### src/issue_pkg.sv
// Issue stage package
// Widths, unit codes, FUST row types and the row state enum
package issue_pkg;

    typedef logic [31:0] word_t;      // Data word
    typedef logic [4:0]  regbits_t;   // Scalar register number
    typedef logic [3:0]  mregbits_t;  // Matrix register number
    typedef logic [2:0]  tag_t;       // Producer tag, zero when available
    typedef logic [3:0]  age_t;       // Row age, saturates at 15
    typedef logic [1:0]  fu_t;        // Unit code, doubles as row index

    localparam fu_t FU_ALU    = 2'd0;
    localparam fu_t FU_LD_ST  = 2'd1;
    localparam fu_t FU_BRANCH = 2'd2;
    localparam fu_t FU_MATRIX = 2'd3;

    localparam int NUM_ROWS   = 4;
    localparam int NUM_S_ROWS = 3;

    typedef enum logic [1:0] {
        FUST_EMPTY,
        FUST_WAIT,   // Loaded, tags may still be pending
        FUST_RDY     // Tags cleared, waiting for a grant
    } fust_state_e;

    typedef struct packed {
        logic [7:0] op;
        regbits_t   rd;
        regbits_t   rs1;
        regbits_t   rs2;
        tag_t       t1;
        tag_t       t2;
    } fust_s_row_t;

    typedef struct packed {
        logic [7:0] op;
        mregbits_t  md;
        mregbits_t  ms1;
        mregbits_t  ms2;
        tag_t       t1;
        tag_t       t2;
    } fust_m_row_t;

    // Only the side selected by fu carries meaning
    typedef struct packed {
        fu_t         fu;
        fust_s_row_t s;
        fust_m_row_t m;
    } dispatch_t;

    typedef struct packed {
        logic     valid;
        tag_t     tag;
        logic     reg_en;   // Also write the scalar register file
        regbits_t rd;
        word_t    wdata;
    } wb_t;

    typedef struct packed {
        fu_t        fu;
        logic [7:0] op;
        regbits_t   rd;
        mregbits_t  md;
        mregbits_t  ms1;
        mregbits_t  ms2;
        word_t      rdat1;
        word_t      rdat2;
    } issue_t;

endpackage

### src/regfile.sv
// Scalar register file, one write port and two forwarding read ports
module regfile import issue_pkg::*; (
    input  logic     CLK,
    input  logic     nRST,
    input  logic     wen,
    input  regbits_t wsel,
    input  word_t    wdata,
    input  regbits_t rsel1,
    input  regbits_t rsel2,
    output word_t    rdat1,
    output word_t    rdat2
);

    word_t regs [32];

    always_ff @(posedge CLK, negedge nRST) begin
        if (!nRST) begin
            for (int i = 0; i < 32; i++) begin
                regs[i] <= '0;
            end
        end else if (wen && wsel != '0) begin
            regs[wsel] <= wdata;
        end
    end

    // Register 0 is hardwired, a same-cycle write is forwarded
    always_comb begin
        if (rsel1 == '0)
            rdat1 = '0;
        else if (wen && wsel == rsel1)
            rdat1 = wdata;
        else
            rdat1 = regs[rsel1];

        if (rsel2 == '0)
            rdat2 = '0;
        else if (wen && wsel == rsel2)
            rdat2 = wdata;
        else
            rdat2 = regs[rsel2];
    end

endmodule

### src/fust_scalar.sv
// Scalar FUST with ALU, LD_ST and BRANCH rows
// Dispatch write, writeback tag clearing, ready flags, free on grant
module fust_scalar import issue_pkg::*; (
    input  logic                         CLK,
    input  logic                         nRST,
    input  logic                         en,
    input  fu_t                          fu,
    input  fust_s_row_t                  row_in,
    input  wb_t                          wb,
    input  logic [NUM_S_ROWS-1:0]        grant,
    output fust_s_row_t [NUM_S_ROWS-1:0] rows,
    output logic [NUM_S_ROWS-1:0]        rdy,
    output fust_state_e [NUM_S_ROWS-1:0] state
);

    // Row payload, tags are cleared by matching broadcasts
    always_ff @(posedge CLK) begin
        for (int i = 0; i < NUM_S_ROWS; i++) begin
            if (en && fu == fu_t'(i)) begin
                rows[i] <= row_in;
                // Broadcast in the dispatch cycle still counts
                if (wb.valid && row_in.t1 == wb.tag)
                    rows[i].t1 <= '0;
                if (wb.valid && row_in.t2 == wb.tag)
                    rows[i].t2 <= '0;
            end else if (wb.valid) begin
                if (rows[i].t1 == wb.tag)
                    rows[i].t1 <= '0;
                if (rows[i].t2 == wb.tag)
                    rows[i].t2 <= '0;
            end
        end
    end

    always_comb begin
        for (int i = 0; i < NUM_S_ROWS; i++) begin
            rdy[i] = (state[i] != FUST_EMPTY) && (rows[i].t1 == '0) && (rows[i].t2 == '0);
        end
    end

    // Row state FSMs
    always_ff @(posedge CLK, negedge nRST) begin
        if (!nRST) begin
            for (int i = 0; i < NUM_S_ROWS; i++) begin
                state[i] <= FUST_EMPTY;
            end
        end else begin
            for (int i = 0; i < NUM_S_ROWS; i++) begin
                case (state[i])
                    FUST_EMPTY: begin
                        if (en && fu == fu_t'(i))
                            state[i] <= FUST_WAIT;
                    end
                    FUST_WAIT: begin
                        if (grant[i])
                            state[i] <= FUST_EMPTY;
                        else if (rdy[i])
                            state[i] <= FUST_RDY;   // Tags all clear
                    end
                    FUST_RDY: begin
                        if (grant[i])
                            state[i] <= FUST_EMPTY;
                    end
                    default: state[i] <= FUST_EMPTY;
                endcase
            end
        end
    end

endmodule

### src/fust_matrix.sv
// Matrix load/store FUST, single row
module fust_matrix import issue_pkg::*; (
    input  logic        CLK,
    input  logic        nRST,
    input  logic        en,
    input  fust_m_row_t row_in,
    input  wb_t         wb,
    input  logic        grant,
    output fust_m_row_t row,
    output logic        rdy,
    output fust_state_e state
);

    always_ff @(posedge CLK) begin
        if (en) begin
            row <= row_in;
            if (wb.valid && row_in.t1 == wb.tag)
                row.t1 <= '0;
            if (wb.valid && row_in.t2 == wb.tag)
                row.t2 <= '0;
        end else if (wb.valid) begin
            if (row.t1 == wb.tag)
                row.t1 <= '0;
            if (row.t2 == wb.tag)
                row.t2 <= '0;
        end
    end

    assign rdy = (state != FUST_EMPTY) && (row.t1 == '0) && (row.t2 == '0);

    always_ff @(posedge CLK, negedge nRST) begin
        if (!nRST) begin
            state <= FUST_EMPTY;
        end else begin
            case (state)
                FUST_EMPTY: if (en) state <= FUST_WAIT;
                FUST_WAIT: begin
                    if (grant)
                        state <= FUST_EMPTY;
                    else if (rdy)
                        state <= FUST_RDY;
                end
                FUST_RDY:   if (grant) state <= FUST_EMPTY;
                default:    state <= FUST_EMPTY;
            endcase
        end
    end

endmodule

### src/oldest_arbiter.sv
// Oldest-first arbiter over the FUST rows
// Per-row age counters and a grant gated by the output slot
module oldest_arbiter import issue_pkg::*; (
    input  logic                       CLK,
    input  logic                       nRST,
    input  fust_state_e [NUM_ROWS-1:0] state,
    input  logic [NUM_ROWS-1:0]        rdy,
    input  logic                       slot_free,
    output logic [NUM_ROWS-1:0]        grant,
    output logic                       grant_valid
);

    age_t cnt [NUM_ROWS];   // Preloaded to 1 while the row is empty
    age_t age [NUM_ROWS];
    age_t best_age;

    always_ff @(posedge CLK, negedge nRST) begin
        if (!nRST) begin
            for (int i = 0; i < NUM_ROWS; i++) begin
                cnt[i] <= '0;
            end
        end else begin
            for (int i = 0; i < NUM_ROWS; i++) begin
                if (state[i] == FUST_EMPTY)
                    cnt[i] <= age_t'(1);
                else if (cnt[i] != '1)
                    cnt[i] <= cnt[i] + age_t'(1);   // Saturate at 15
            end
        end
    end

    // An empty row has no age
    always_comb begin
        for (int i = 0; i < NUM_ROWS; i++) begin
            age[i] = (state[i] == FUST_EMPTY) ? '0 : cnt[i];
        end
    end

    // Strictly greater wins, so the lowest index takes a tie
    always_comb begin
        grant    = '0;
        best_age = '0;
        if (slot_free) begin
            for (int i = 0; i < NUM_ROWS; i++) begin
                if (rdy[i] && (grant == '0 || age[i] > best_age)) begin
                    grant    = '0;
                    grant[i] = 1'b1;
                    best_age = age[i];
                end
            end
        end
    end

    assign grant_valid = |grant;

endmodule

### src/issue_out.sv
// Issue output stage
// Builds the issued instruction from the granted row and holds it under valid/ready
module issue_out import issue_pkg::*; (
    input  logic                         CLK,
    input  logic                         nRST,
    input  logic [NUM_ROWS-1:0]          grant,
    input  logic                         grant_valid,
    input  fust_s_row_t [NUM_S_ROWS-1:0] s_rows,
    input  fust_m_row_t                  m_row,
    input  word_t                        rdat1,
    input  word_t                        rdat2,
    output regbits_t                     rsel1,
    output regbits_t                     rsel2,
    input  logic                         issue_ready,
    output logic                         issue_valid,
    output issue_t                       issue,
    output logic                         slot_free
);

    fu_t    sel_fu;
    issue_t n_issue;

    // One-hot grant to unit code
    always_comb begin
        case (grant)
            4'b0010: sel_fu = FU_LD_ST;
            4'b0100: sel_fu = FU_BRANCH;
            4'b1000: sel_fu = FU_MATRIX;
            default: sel_fu = FU_ALU;
        endcase
    end

    always_comb begin
        rsel1   = '0;
        rsel2   = '0;
        n_issue = '0;
        n_issue.fu = sel_fu;
        if (grant_valid && sel_fu == FU_MATRIX) begin
            n_issue.op  = m_row.op;   // Matrix operands bypass the scalar file
            n_issue.md  = m_row.md;
            n_issue.ms1 = m_row.ms1;
            n_issue.ms2 = m_row.ms2;
        end else if (grant_valid) begin
            rsel1         = s_rows[sel_fu].rs1;
            rsel2         = s_rows[sel_fu].rs2;
            n_issue.op    = s_rows[sel_fu].op;
            n_issue.rd    = s_rows[sel_fu].rd;
            n_issue.rdat1 = rdat1;
            n_issue.rdat2 = rdat2;
        end
    end

    assign slot_free = !issue_valid || issue_ready;

    always_ff @(posedge CLK, negedge nRST) begin
        if (!nRST)
            issue_valid <= 1'b0;
        else if (grant_valid)
            issue_valid <= 1'b1;
        else if (issue_ready)
            issue_valid <= 1'b0;   // Taken with nothing behind it
    end

    always_ff @(posedge CLK) begin
        if (grant_valid)
            issue <= n_issue;
    end

endmodule

### src/issue_top.sv
// Issue stage top: FUSTs, oldest-first arbiter, register file, output stage
module issue_top import issue_pkg::*; (
    input  logic      CLK,
    input  logic      nRST,
    input  logic      dispatch_valid,
    input  dispatch_t dispatch,
    output logic      dispatch_ready,
    input  wb_t       wb,
    output logic      issue_valid,
    output issue_t    issue,
    input  logic      issue_ready
);

    fust_s_row_t [NUM_S_ROWS-1:0] s_rows;
    fust_m_row_t                  m_row;
    fust_state_e [NUM_S_ROWS-1:0] s_state;
    fust_state_e                  m_state;
    fust_state_e [NUM_ROWS-1:0]   row_state;
    logic [NUM_S_ROWS-1:0]        s_rdy;
    logic                         m_rdy;
    logic [NUM_ROWS-1:0]          grant;
    logic                         grant_valid;
    logic                         slot_free;
    logic                         s_en, m_en;
    regbits_t                     rsel1, rsel2;
    word_t                        rdat1, rdat2;

    always_comb begin
        row_state[NUM_S_ROWS-1:0] = s_state;
        row_state[FU_MATRIX]      = m_state;
    end

    // Dispatch only into an empty row of its unit
    assign dispatch_ready = (row_state[dispatch.fu] == FUST_EMPTY);
    assign s_en = dispatch_valid && dispatch_ready && (dispatch.fu != FU_MATRIX);
    assign m_en = dispatch_valid && dispatch_ready && (dispatch.fu == FU_MATRIX);

    fust_scalar u_fust_s (.CLK, .nRST, .en(s_en), .fu(dispatch.fu), .row_in(dispatch.s),
        .wb, .grant(grant[NUM_S_ROWS-1:0]), .rows(s_rows), .rdy(s_rdy), .state(s_state));

    fust_matrix u_fust_m (.CLK, .nRST, .en(m_en), .row_in(dispatch.m), .wb,
        .grant(grant[FU_MATRIX]), .row(m_row), .rdy(m_rdy), .state(m_state));

    oldest_arbiter u_arb (.CLK, .nRST, .state(row_state), .rdy({m_rdy, s_rdy}),
        .slot_free, .grant, .grant_valid);

    regfile u_rf (.CLK, .nRST, .wen(wb.valid && wb.reg_en), .wsel(wb.rd), .wdata(wb.wdata),
        .rsel1, .rsel2, .rdat1, .rdat2);

    issue_out u_out (.CLK, .nRST, .grant, .grant_valid, .s_rows, .m_row, .rdat1, .rdat2,
        .rsel1, .rsel2, .issue_ready, .issue_valid, .issue, .slot_free);

endmodule

### config.mk
export PLATFORM = sky130hd
export DESIGN_NAME = issue_top
export DESIGN_NICKNAME = d
export VERILOG_FILES = /design/src/issue_pkg.sv /design/src/regfile.sv /design/src/fust_scalar.sv /design/src/fust_matrix.sv /design/src/oldest_arbiter.sv /design/src/issue_out.sv /design/src/issue_top.sv
export SDC_FILE = /design/constraint.sdc
export NUM_CORES = 2
export LEC_CHECK = 0
export BUFFER_PORTS_ARGS = -buffer_cell sky130_fd_sc_hd__buf_4
export CORE_ASPECT_RATIO = 1.5
export CORE_MARGIN = 2
export CORE_UTILIZATION = 50
export CTS_BUF_LIST = sky130_fd_sc_hd__clkbuf_8
export DETAILED_ROUTE_END_ITERATION = 8
export PLACE_DENSITY = 0.67
export SYNTH_ARGS = -nofsm -noshare
export SYNTH_HDL_FRONTEND = slang
export SYNTH_SLANG_ARGS = --single-unit
### constraint.sdc
create_clock -name CLK -period 8.9 [get_ports CLK]
set_input_delay 0.89 -clock CLK [delete_from_list [all_inputs] [get_ports CLK]]
set_output_delay 0.89 -clock CLK [all_outputs]
set_load 0.005 [all_outputs]
==> metrics.md <==
| Metric | Value |
|---|---|
| Critical Path AT | 9.06 ns |
| Relative max-transition margin | 17.36% |
| First-pass DRT Iterations | 6 |
| Clock Sinks | 1253 |
| Final instance area | 74010 sq um |
| Routed WL per cell | 33.20 um |
| Tot GR Track Use | 37.91% |
| Worst setup SP type | flip-flop |
| Die width | 299.8 um |
| Worst Hold Class | in2reg |
| Total grt overflow | 0 |
| Initial DRC Count | 7421 |
| Synthesis-stage register bit count | 1253 |
| Synth top area cells | dfrtp_1 40%, mux2_2 19%, edfxtp_1 9.3% |
| Final max-slew violation count | 0 |
| Setup crit end kind | flip-flop |
| Clock Latency Late Sink | 0.96 ns |
| Crit share post-route | 93.55% |
| Count leader, synth | mux2_2 |
| Slew @ Worst Pin | 1.240 ns |
| Gr busiest metal | met2 |
| Final WL | 258.8 mm |
| Run status | finished, final reports clean |
| Slowest stage delay, CP | 0.60 ns |
| Top_reg_cell synth | dfrtp_1 |
| Placed insts | 7407 |
| Mapped Cells | 5834 |
| Placed instance area | 69660 sq um |
| H-tree depth | 4 |
| Worst-path fanout max | 118 |
| Core Region | 130100 sq um |
| Via/cell ratio | 7.101 |
| Seq/Total Area, Yosys | 49.34% |
| Share of cells above drive strength 1 | 33.82% |
| Pwr Total | 14.95 mW |
| Max_cap viols | 0 |
| Largest net degree at the start of global routing | 176 |
| Initial antenna violation count | 14 |
| GPL Wtd Cong | 0.9466 |
| Die area | 134200 sq um |
| Total CTS buffers | 192 |
| DRC errors left | 0 |
| PwrDens | 202.0 nW/um^2 |
| Num rows | 162 |
| Syn_area_per_cell | 11.25 sq um |
| Final Skew | 0.06239 ns |
| CP max stage cell | or4_1 |
| Commonest cells post-synth | 1123 x mux2_2, 1049 x dfrtp_1, 496 x nand2_1 |
| Area share of the largest cell type after synthesis | 40.00% |
| Syn Nets | 5953 |
| Async set or reset register ratio after synthesis | 83.72% |
| Lkg Pwr | 31.71 nW |
| Met2 Track Usage GR | 57.25% |
| Req. time, crit path | 9.63 ns |
| TritonCTS clock tree | done |
| GR Util met1 | 45.66% |
| I/O pin total | 196 |
| Met3 Use GR | 10.59% |
| Post-synth EDFFs | 204 |
| Initial core utilization | 50.43% |
| Root Buffer | clkbuf_8 |
| Area grow syn2layout | 12.78% |
| Vias in the first global route | 54479 |
| Die extent in y | 447.7 um |
| Unrepaired setup endpoints after global routing | no |
| Fmax achieved | 120.1 MHz |
| Setup tns final | 0 ns |
| Yosys cell types | 98 |
| Min Tclk post-route | 8.326 ns |
| Final Hold Vio Count | 0 |
| Vias | 55343 |
| First-pass GRT wire length | 373.2 mm |
| Crit Path Class | reg2reg |
| Clock transition at path regs | 0.06 ns |
| ANT nets after route | 0 |
| Final setup viols | 0 |
| Max VDD drop | 169.7 uV |
| IO buf count | 195 |
| Hpwl dp | 152.7 mm |
| Layout Cells excl Fill | 7794 |
| Dominant cell type by area after synthesis | dfrtp_1 |
| Clk buf depth | 3 |
| Post-Syn Area | 65620 sq um |
| Warnings, synthesis | 0 |
| # nets final | 6018 |
-- power by group --
part / switching [mW] / internal [mW] / leakage [nW]
registers: 0.594 / 6.55 / 15.7
logic: 1.53 / 1.16 / 13.6
clock network: 2.44 / 2.67 / 2.34
-- cell usage in the layout, fill, tap and decap left out, types with 15 or more instances in the layout --
cell type,count
mux2_2,1123
clkbuf_8,244
buf_12,59
clkinv_2,24
edfxtp_1,204
o2111ai_1,26
or3_1,47
nor2_1,229
nor2_4,16
a31oi_1,67
o211ai_1,69
a22oi_1,27
o221a_2,42
nand3_1,138
a2111oi_0,16
a21oi_1,99
and2_1,27
nand2_1,484
and3_1,39
xnor2_1,47
mux2i_1,141
dfrtp_1,1049
o22ai_1,177
buf_4,417
nand2_2,15
nor4_1,35
o32ai_1,27
ha_1,16
nor3_1,122
inv_1,107
a311oi_1,22
o21ai_0,187
nand4_1,56
o221ai_1,191
o31ai_1,68
a211oi_1,87
-- final timing paths --
path / start / end / slack (ns) / cells past startpoint
max reg2reg: u_fust_s.rows[4] / u_out.issue[27] / 0.57 / 34
min reg2reg: u_rf.regs[1001] / u_rf.regs[1001] / 0.40 / 0
min in group asynchronous: nRST / u_arb.cnt[4] / 0.57 / 2
max: u_fust_s.rows[4] / u_out.issue[27] / 0.57 / 34
min: dispatch[8] / u_fust_m.row[8] / 0.12 / 1
max in group asynchronous: nRST / u_rf.regs[871] / 6.18 / 4
-- cell families (layout without fill, tap and decap cells) --
logic type / after synthesis / after routing / share of synthesized area (%)
compound gates: 1315 / 1315 / 14.92
simple gates: 1284 / 1285 / 9.020
mux: 1266 / 1266 / 21.48
flops: 1253 / 1253 / 49.34
buf+inv: 652 / 876 / 4.292
xor+xnor: 48 / 48 / 0.6521
fa+ha+maj: 16 / 16 / 0.3051
other cells: 0 / 13 / 0
-- routing by layer --
metal | part of all wire, % | up-vias
met2 | 44 | 4151
met5 | 0.024 | -
li1 | - | 22275
met3 | 11 | 1349
met1 | 35 | 27558
met4 | 9.3 | 10
-- stage by stage --
step | hold WS [ns] | worst slack [ns] | util [%]
6_report | 0.1226 | 0.5743 | 56.87
5_1_grt | 0.07697 | 0.07508 | 56.86
4_1_cts | 0.05043 | 0.1228 | 56.64
3_5_place_dp | 0.3842 | 0.1340 | 53.53
3_3_place_gp | 0.3805 | 0.1631 | 53.53
2_1_floorplan | 0.4439 | 0.5612 | -
-- flip-flops by register name (all words and copies together) (netlist names) --
| signal | cells |
|---|---|
| u_out.issue | 91 |
| u_rf.regs | 1024 |
| u_fust_s.rows | 87 |
| u_fust_m.row | 26 |
| u_fust_m.state | 2 |
| u_out.issue_valid | 1 |
| u_arb.cnt | 16 |
| u_fust_s.state | 6 |
-- cell type report --
type	instances	area, sq um
timing repair buffer	481	4387
antenna	13	32.53
sequential	1253	32380
clock buffer	244	3358
fill	10867	56120
inverter	41	153.9
clock inverter	110	681.9
multi-input combinational	3930	30870
tap	1722	2155
-- what timing repair did --
item	in CTS	in global routing
hold buffers	1	0
gates resized for setup	0	18
setup endpoints to repair	0	64
hold endpoints to repair	52	0
buffers inserted	0	18
-- worst max-delay path, delay by kind of cell, from the launching register on --
family / cells / cell delay [ns]
compound gates: 14 / 3.19
simple gates: 11 / 2.21
buf+inv: 6 / 1.30
fa+ha+maj: 3 / 0.80
flops: 1 / 0.41
No activity file was read; power rests on OpenSTA's default activity.
